## src/hw/exec_pkg.sv

```systemverilog
`default_nettype none

package exec_pkg;

    // ====================
    // encodings
    // ====================

    localparam logic [6:0] OPC_OP     = 7'b0110011;
    localparam logic [6:0] OPC_OP_IMM = 7'b0010011;
    localparam logic [6:0] OPC_BRANCH = 7'b1100011;
    localparam logic [6:0] OPC_LUI    = 7'b0110111;

    typedef enum logic [4:0] {
        ALU_NONE, ALU_ADD, ALU_SUB, ALU_SLL, ALU_SLT, ALU_SLTU,
        ALU_XOR, ALU_SRL, ALU_SRA, ALU_OR, ALU_AND,
        ALU_BEQ, ALU_BNE, ALU_BLT, ALU_BGE, ALU_BLTU, ALU_BGEU,
        ALU_PASS_B
    } alu_op_e;

    // ====================
    // instruction views
    // ====================

    typedef struct packed {
        logic [6:0] funct7;
        logic [4:0] rs2;
        logic [4:0] rs1;
        logic [2:0] funct3;
        logic [4:0] rd;
        logic [6:0] opcode;
    } r_fmt_t;

    typedef struct packed {
        logic [11:0] imm12;
        logic [4:0]  rs1;
        logic [2:0]  funct3;
        logic [4:0]  rd;
        logic [6:0]  opcode;
    } i_fmt_t;

    // the branch offset is scattered around rs1, rs2 and funct3
    typedef struct packed {
        logic       imm12;
        logic [5:0] imm10_5;
        logic [4:0] rs2;
        logic [4:0] rs1;
        logic [2:0] funct3;
        logic [3:0] imm4_1;
        logic       imm11;
        logic [6:0] opcode;
    } b_fmt_t;

    typedef union packed {
        r_fmt_t r_fmt;
        i_fmt_t i_fmt;
        b_fmt_t b_fmt;
    } inst_u;

    // ====================
    // stage payloads
    // ====================

    typedef struct packed {
        inst_u       instruction;
        logic [31:0] rs1_data;
        logic [31:0] rs2_data;
        logic [31:0] pc;
    } exec_req_t;

    typedef struct packed {
        alu_op_e     op;
        logic [31:0] a;
        logic [31:0] b;
        logic [4:0]  rd;
        logic        rd_we;
        logic [31:0] br_imm;
        logic [31:0] pc;
        logic        illegal;
    } alu_req_t;

    typedef struct packed {
        logic [4:0]  rd;
        logic [31:0] rd_data;
        logic        rd_we;
        logic        branch_taken;
        logic [31:0] branch_target;
        logic        illegal;
    } exec_result_t;

endpackage

`default_nettype wire

```

## src/hw/inst_decoder.sv

```systemverilog
`timescale 1ns/1ps
`default_nettype none

module inst_decoder (
    input  logic                clk,
    input  logic                rst_n,
    input  logic                in_valid,
    output logic                in_ready,
    input  exec_pkg::exec_req_t in_req,
    output logic                dec_valid,
    input  logic                dec_ready,
    output exec_pkg::alu_req_t  dec_req
);

    exec_pkg::inst_u    inst;
    exec_pkg::alu_req_t dec_next;
    logic [31:0]        imm_i;
    logic [31:0]        imm_b;
    logic [31:0]        imm_u;

    assign inst = in_req.instruction;

    assign imm_i = {{20{inst.i_fmt.imm12[11]}}, inst.i_fmt.imm12};
    assign imm_b = {{19{inst.b_fmt.imm12}}, inst.b_fmt.imm12, inst.b_fmt.imm11,
                    inst.b_fmt.imm10_5, inst.b_fmt.imm4_1, 1'b0};
    assign imm_u = {inst.i_fmt.imm12, inst.i_fmt.rs1, inst.i_fmt.funct3, 12'h000};

    // ====================
    // decode
    // ====================

    always_comb begin
        dec_next        = '0;
        dec_next.op     = exec_pkg::ALU_NONE;
        dec_next.a      = in_req.rs1_data;
        dec_next.b      = in_req.rs2_data;
        dec_next.rd     = inst.r_fmt.rd;
        dec_next.pc     = in_req.pc;
        case (inst.r_fmt.opcode)
            exec_pkg::OPC_OP: begin
                if (inst.r_fmt.funct7 == 7'h00) begin
                    case (inst.r_fmt.funct3)
                        3'd0: dec_next.op = exec_pkg::ALU_ADD;
                        3'd1: dec_next.op = exec_pkg::ALU_SLL;
                        3'd2: dec_next.op = exec_pkg::ALU_SLT;
                        3'd3: dec_next.op = exec_pkg::ALU_SLTU;
                        3'd4: dec_next.op = exec_pkg::ALU_XOR;
                        3'd5: dec_next.op = exec_pkg::ALU_SRL;
                        3'd6: dec_next.op = exec_pkg::ALU_OR;
                        default: dec_next.op = exec_pkg::ALU_AND;
                    endcase
                end else if (inst.r_fmt.funct7 == 7'h20) begin
                    if (inst.r_fmt.funct3 == 3'd0) dec_next.op = exec_pkg::ALU_SUB;
                    if (inst.r_fmt.funct3 == 3'd5) dec_next.op = exec_pkg::ALU_SRA;
                end
            end
            exec_pkg::OPC_OP_IMM: begin
                dec_next.b = imm_i;
                // shifts reuse the funct7 slot of the immediate
                case (inst.i_fmt.funct3)
                    3'd0: dec_next.op = exec_pkg::ALU_ADD;
                    3'd2: dec_next.op = exec_pkg::ALU_SLT;
                    3'd3: dec_next.op = exec_pkg::ALU_SLTU;
                    3'd4: dec_next.op = exec_pkg::ALU_XOR;
                    3'd6: dec_next.op = exec_pkg::ALU_OR;
                    3'd7: dec_next.op = exec_pkg::ALU_AND;
                    3'd1: begin
                        if (inst.r_fmt.funct7 == 7'h00) dec_next.op = exec_pkg::ALU_SLL;
                    end
                    default: begin
                        if (inst.r_fmt.funct7 == 7'h00) dec_next.op = exec_pkg::ALU_SRL;
                        if (inst.r_fmt.funct7 == 7'h20) dec_next.op = exec_pkg::ALU_SRA;
                    end
                endcase
            end
            exec_pkg::OPC_BRANCH: begin
                // bits 11:7 hold offset bits here, so no destination
                dec_next.rd     = 5'd0;
                dec_next.br_imm = imm_b;
                case (inst.b_fmt.funct3)
                    3'd0: dec_next.op = exec_pkg::ALU_BEQ;
                    3'd1: dec_next.op = exec_pkg::ALU_BNE;
                    3'd4: dec_next.op = exec_pkg::ALU_BLT;
                    3'd5: dec_next.op = exec_pkg::ALU_BGE;
                    3'd6: dec_next.op = exec_pkg::ALU_BLTU;
                    3'd7: dec_next.op = exec_pkg::ALU_BGEU;
                    default: dec_next.op = exec_pkg::ALU_NONE;
                endcase
            end
            exec_pkg::OPC_LUI: begin
                dec_next.b  = imm_u;
                dec_next.op = exec_pkg::ALU_PASS_B;
            end
            default: dec_next.op = exec_pkg::ALU_NONE;
        endcase
        dec_next.illegal = (dec_next.op == exec_pkg::ALU_NONE);
        dec_next.rd_we   = !dec_next.illegal && (inst.r_fmt.opcode != exec_pkg::OPC_BRANCH);
    end

    // ====================
    // request register
    // ====================

    assign in_ready = !dec_valid || dec_ready;

    always_ff @(posedge clk) begin
        if (!rst_n) begin
            dec_valid <= 1'b0;
        end else if (in_valid && in_ready) begin
            dec_valid <= 1'b1;
        end else if (dec_ready) begin
            dec_valid <= 1'b0;
        end
    end

    always_ff @(posedge clk) begin
        if (in_valid && in_ready) begin
            dec_req <= dec_next;
        end
    end

endmodule

`default_nettype wire

```

## src/hw/alu.sv

```systemverilog
`timescale 1ns/1ps
`default_nettype none

module alu (
    input  exec_pkg::alu_op_e op,
    input  logic [31:0]       a,
    input  logic [31:0]       b,
    output logic [31:0]       result,
    output logic              branch_cond
);

    logic [4:0] shamt;
    logic       lt_s;
    logic       lt_u;

    assign shamt = b[4:0];
    assign lt_s  = $signed(a) < $signed(b);
    assign lt_u  = a < b;

    always_comb begin
        result      = 32'd0;
        branch_cond = 1'b0;
        case (op)
            exec_pkg::ALU_ADD: begin
                result = a + b;
            end
            exec_pkg::ALU_SUB: begin
                result = a - b;
            end
            exec_pkg::ALU_SLL: begin
                result = a << shamt;
            end
            exec_pkg::ALU_SLT: begin
                result[0] = lt_s;
            end
            exec_pkg::ALU_SLTU: begin
                result[0] = lt_u;
            end
            exec_pkg::ALU_XOR: begin
                result = a ^ b;
            end
            exec_pkg::ALU_SRL: begin
                result = a >> shamt;
            end
            exec_pkg::ALU_SRA: begin
                result = $signed(a) >>> shamt;
            end
            exec_pkg::ALU_OR: begin
                result = a | b;
            end
            exec_pkg::ALU_AND: begin
                result = a & b;
            end
            // branch compares only raise the condition, result stays zero
            exec_pkg::ALU_BEQ:  branch_cond = (a == b);
            exec_pkg::ALU_BNE:  branch_cond = (a != b);
            exec_pkg::ALU_BLT:  branch_cond = lt_s;
            exec_pkg::ALU_BGE:  branch_cond = !lt_s;
            exec_pkg::ALU_BLTU: branch_cond = lt_u;
            exec_pkg::ALU_BGEU: branch_cond = !lt_u;
            exec_pkg::ALU_PASS_B: begin
                result = b;
            end
            default: begin
                result      = 32'd0;
                branch_cond = 1'b0;
            end
        endcase
    end

endmodule

`default_nettype wire

```

## src/hw/exec_writeback.sv

```systemverilog
`timescale 1ns/1ps
`default_nettype none

module exec_writeback (
    input  logic                   clk,
    input  logic                   rst_n,
    input  logic                   dec_valid,
    output logic                   dec_ready,
    input  exec_pkg::alu_req_t     dec_req,
    input  logic [31:0]            alu_result,
    input  logic                   branch_cond,
    output logic                   out_valid,
    input  logic                   out_ready,
    output exec_pkg::exec_result_t out_res
);

    exec_pkg::exec_result_t res_next;
    logic [31:0]            target_offset;

    // ====================
    // result assembly
    // ====================

    // branch_cond is never set outside a branch, so other ops fall through to pc + 4
    assign target_offset = branch_cond ? dec_req.br_imm : 32'd4;

    always_comb begin
        res_next               = '0;
        res_next.rd            = dec_req.rd;
        res_next.rd_data       = (dec_req.rd == 5'd0) ? 32'd0 : alu_result;
        res_next.rd_we         = dec_req.rd_we;
        res_next.branch_taken  = branch_cond;
        res_next.branch_target = dec_req.pc + target_offset;
        res_next.illegal       = dec_req.illegal;
    end

    // ====================
    // output register
    // ====================

    assign dec_ready = !out_valid || out_ready;

    always_ff @(posedge clk) begin
        if (!rst_n) begin
            out_valid <= 1'b0;
        end else if (dec_valid && dec_ready) begin
            out_valid <= 1'b1;
        end else if (out_ready) begin
            out_valid <= 1'b0;
        end
    end

    always_ff @(posedge clk) begin
        if (dec_valid && dec_ready) begin
            out_res <= res_next;
        end
    end

endmodule

`default_nettype wire

```

## src/hw/exec_unit.sv

```systemverilog
`timescale 1ns/1ps
`default_nettype none

module exec_unit (
    input  logic                   clk,
    input  logic                   rst_n,
    input  logic                   in_valid,
    output logic                   in_ready,
    input  exec_pkg::exec_req_t    in_req,
    output logic                   out_valid,
    input  logic                   out_ready,
    output exec_pkg::exec_result_t out_res
);

    logic               dec_valid;
    logic               dec_ready;
    exec_pkg::alu_req_t dec_req;
    logic [31:0]        alu_result;
    logic               branch_cond;

    inst_decoder inst_decoder_i (
        .clk       (clk),
        .rst_n     (rst_n),
        .in_valid  (in_valid),
        .in_ready  (in_ready),
        .in_req    (in_req),
        .dec_valid (dec_valid),
        .dec_ready (dec_ready),
        .dec_req   (dec_req)
    );

    // the ALU sits between the two registers
    alu alu_i (
        .op          (dec_req.op),
        .a           (dec_req.a),
        .b           (dec_req.b),
        .result      (alu_result),
        .branch_cond (branch_cond)
    );

    exec_writeback exec_writeback_i (
        .clk         (clk),
        .rst_n       (rst_n),
        .dec_valid   (dec_valid),
        .dec_ready   (dec_ready),
        .dec_req     (dec_req),
        .alu_result  (alu_result),
        .branch_cond (branch_cond),
        .out_valid   (out_valid),
        .out_ready   (out_ready),
        .out_res     (out_res)
    );

endmodule

`default_nettype wire

```

## config.mk

```make
export PLATFORM = sky130hd
export DESIGN_NAME = exec_unit
export DESIGN_NICKNAME = d
export VERILOG_FILES = /design/src/hw/exec_pkg.sv /design/src/hw/inst_decoder.sv /design/src/hw/alu.sv /design/src/hw/exec_writeback.sv /design/src/hw/exec_unit.sv
export SDC_FILE = /design/constraint.sdc
export NUM_CORES = 1
export LEC_CHECK = 0
export ABC_AREA = 1
export BUFFER_PORTS_ARGS = -buffer_cell sky130_fd_sc_hd__buf_4
export CELL_PAD_IN_SITES_DETAIL_PLACEMENT = 1
export CELL_PAD_IN_SITES_GLOBAL_PLACEMENT = 1
export CORE_MARGIN = 3
export CORE_UTILIZATION = 36
export DETAILED_ROUTE_END_ITERATION = 6
export PLACE_DENSITY = 0.77
export SETUP_SLACK_MARGIN = 0.02
export SLEW_MARGIN = 20
export SYNTH_ARGS = -nofsm -noshare
export SYNTH_HDL_FRONTEND = slang
export SYNTH_SLANG_ARGS = --single-unit
```

## constraint.sdc

```tcl
create_clock -name clk -period 5.88 [get_ports clk]
set_input_delay 1.764 -clock clk [delete_from_list [all_inputs] [get_ports clk]]
set_output_delay 1.764 -clock clk [all_outputs]
set_load 0.02 [all_outputs]
```

==> metrics.md <==
| Metric | Value |
|---|---|
| Multiplexer area fraction after synthesis | `less than 1%` |
| Peak supply drop | `~250 uV` |
| Total congestion overflow | `0` |
| Placed inst area | `approximately 0.020 mm^2` |
| I/O Pins | `around 200` |
| Area growth syn-to-layout | `15.1%` |
| Mapped Nets | `roughly 2900` |
| Yosys cell types | `between 50 and 60` |
| Core Region | `roughly 0.05 mm^2` |
| Met3 routed wirelength | `approximately 7300 um` |
| Vias per cell | `5.79` |
| XOR/XNOR share of the synthesized area | `under 10%` |
| DR WL/cell | `about 28 um` |
| Clk root buf | `clkbuf_16` |
| Crit-path max FO | `14` |
| Leading cell type in the layout, fill and taps excluded | `nand2_1` |
| Die W | `~230 um` |
| Tcrit/Tclk final | `between 90% and 100%` |
| Post-route cell area | `roughly 0.021 mm^2` |
| Max clock buf depth | `2` |
| Met2 Wirelength | `~44000 um` |
| Post-route minimum period | `between 5000 and 6000 ps` |
| Worst Setup Start Kind | `flip-flop` |
| Req. time, crit path | `roughly 6000 ps` |
| CP arrival | `5880 ps` |
| Tot GR Track Use | `between 30% and 40%` |
| Routed Antenna Nets | `0` |
| Mapped cell area | `0.0183 mm^2` |
| Layout cell share with drive strength beyond 1 | `between 10% and 20%` |
| Critical path startpoint | `inst_decoder_i.dec_req[117]` |
| Largest net degree at the start of global routing | `73` |
| Top sig layer | `met5` |
| GP Congestion | `1.00` |
| Count of clock tree sinks | `about 190` |
| Worst skew pair latency | `around 500 ps` |
| First-pass GRT wire length | `between 100000 and 150000 um` |
| Setup_tns | `0 ps` |
| FP Rows | `82` |
| Max_cap viols | `0` |
| Number of global-route vias before repair | `slightly above 20000` |
| Initial Util | `between 30 and 40%` |
| Hold Vio Cnt, Final | `0` |
| Crit Path Class | `reg2reg` |
| Top-area cell type share of the netlist area | `about a third` |
| #FFs+latches synth | `about 190` |
| Worst Hold Class | `reg2reg` |
| Worst Setup EP | `exec_writeback_i.out_res[29]` |
| Leading area contributor after synthesis | `edfxtp_1` |
| Slew @ Worst Pin | `between 1000 and 1500 ps` |
| Final cell utilization of the core | `between 40% and 50%` |
| # nets final | `slightly above 3000` |
| Max-slew violations | `0` |
| Setup WS pre-CTS | `between 200 and 250 ps` |
| Post-Synth Simple-Gate Area | `between 20% and 30%` |
| Drt total wl | `around 97000 um` |
| Antenna violations before repair | `7` |
| DIE HEIGHT | `roughly 230 um` |
| Min setup slack post-route | `around 250 ps` |
| Sequential fraction of the synthesis area | `a little under a third` |
| Final Skew | `10.2 ps` |
| Initial DRC count | `~1800` |
| Final setup violation count | `0` |
| Main combinational cell family by area after synthesis | `simple AND/OR/NAND/NOR gates` |
| Via count | `between 15000 and 20000` |
| Slew margin rel. | `approximately a tenth` |
| Post-route DRC violation count | `0` |
| Critical path endpoint category | `flip-flop` |
| Most frequent cells in the layout | `635 x nand2_1, 284 x inv_1, 251 x buf_4, 246 x nor2_1, 202 x o21ai_0` |
| Synth warn | `0` |
| Synth Area in Adders | `roughly 9.3%` |
| CTS tree | `done` |
| Die area | `0.0536 mm^2` |
| Clock transition at the registers of the reported paths | `about 80 ps` |
| I/O Buffers | `a little over 200` |
| Synth top area cells | `edfxtp_1 31%, nand2_1 13%, ha_1 9.0%` |
| Leak | `approximately 9.7 nW` |
| DP HPWL | `between 70000 and 80000 um` |
| Reg2reg end | `exec_writeback_i.out_res[29]` |
| Fmax | `0.178 GHz` |
| Mapped Cells | `between 2000 and 3000` |
| Hold Path Depth | `0` |
| R2r setup slk | `between 200 and 300 ps` |
| Mapped Avg Cell Area | `between 7 and 8 um^2` |
| Wl on met1 | `roughly 40000 um` |
| Worst R2R Start | `inst_decoder_i.dec_req[117]` |
| R2R depth | `26` |
| Synth Area in Compound Gates | `between 10% and 20%` |
| 1st-pass router iterations | `5` |
| Htree depth | `4` |
| Status | `finished clean` |
| Total power per unit cell area | `around 210 mW/mm^2` |
| CTS buffer count | `17` |
| Power, Total | `approximately 0.0043 W` |
==> per-layer routing <==
metal	track usage (%)	up-vias
met5	0	-
met4	16.1	6
met3	7.01	173
met2	57.0	839
met1	46.6	9822
li1	-	9121
==> flip-flops by register name (all words and copies together) (netlist names) <==
signal                      cells
exec_writeback_i.out_valid      1
exec_writeback_i.out_res       72
inst_decoder_i.dec_req        120
inst_decoder_i.dec_valid        1
==> worst min path at each step <==
stage,start,endpoint
6_report,inst_decoder_i.dec_req[1],exec_writeback_i.out_res[1]
5_1_grt,inst_decoder_i.dec_req[1],exec_writeback_i.out_res[1]
3_5_place_dp,inst_decoder_i.dec_req[1],exec_writeback_i.out_res[1]
3_3_place_gp,inst_decoder_i.dec_req[1],exec_writeback_i.out_res[1]
4_1_cts,inst_decoder_i.dec_req[1],exec_writeback_i.out_res[1]
2_1_floorplan,inst_decoder_i.dec_req[0],exec_writeback_i.out_res[0]
==> worst max-delay path: stages (launching register included) <==
cell,delay (ps)
edfxtp_1,510
inv_1,190
ha_1,450
nor2_1,220
nand2_1,170
nor2_1,260
nand4_1,310
o21a_1,270
nor2_1,90
nand2_1,70
nor2_2,110
nand3_2,130
buf_4,210
nand2_2,100
clkinvlp_4,280
ha_1,470
a21oi_1,240
inv_1,80
a31oi_1,200
inv_1,120
a21oi_1,140
nand3_1,170
nand2_1,120
nand2_1,110
nand3_1,100
nand2_1,70
xor2_1,140
==> kinds of logic (layout without fill, tap and decap cells) <==
group,Yosys count,count (layout)
xor+xnor,31,31
simple gates,1213,1213
fa+ha+maj,134,134
mux,11,11
flops,194,194
compound gates,600,600
buf+inv,413,591
other cells,0,1
==> synthesized netlist by cell type, drive strengths merged <==
cell,instances
a221oi,11
nor3b,2
a2111oi,2
nor2,264
nand3,199
a21o,8
o2111a,1
clkbuf,35
and2,2
a211oi,8
mux2i,11
nor3,48
or2,8
a21oi,180
a31oi,9
o22ai,22
o2111ai,7
o21bai,7
nand3b,4
nor4,10
inv,306
xnor2,7
clkinv,1
a21boi,6
xor2,24
o221ai,7
nand2,648
fa,3
nand4,28
buf,71
o21a,22
o21ai,269
o211ai,38
o31ai,3
ha,131
edfxtp,192
dfxtp,2
==> final cells by class <==
class                           instances  area (um^2)
Antenna cell                            1         2.50
Inverter                              307         1160
Clock inverter                         15          186
Clock buffer                           17          425
Multi-Input combinational cell       1989        10800
Timing Repair Buffer                  252         1900
Sequential cell                       194         5810
Fill cell                            6327        29100
Tap cell                              672          841
==> stage by stage <==
stage / instances / hold WS (ps)
floorplan: 2596 / 400
global placement: 3406 / 402
detailed placement: 3406 / 408
CTS: 3438 / 428
global route: 3446 / 436
finish: 3447 / 427
==> report_power, final <==
part           leakage, nW  internal, W  total [W]  switching [W]
Sequential            1.89      0.00162    0.00168      0.0000632
Clock                0.288     0.000611    0.00128       0.000667
Combinational         7.54     0.000398    0.00138       0.000985
Total                 9.72      0.00263    0.00434        0.00172
==> repair_timing <==
| action | CTS | global route |
|---|---|---|
| setup buffers | 0 | 8 |
| endpoints found under the setup margin | 0 | 5 |
| resized for setup | 0 | 3 |
| hold buffers | 0 | 0 |
No activity file was read; power rests on OpenSTA's default activity.
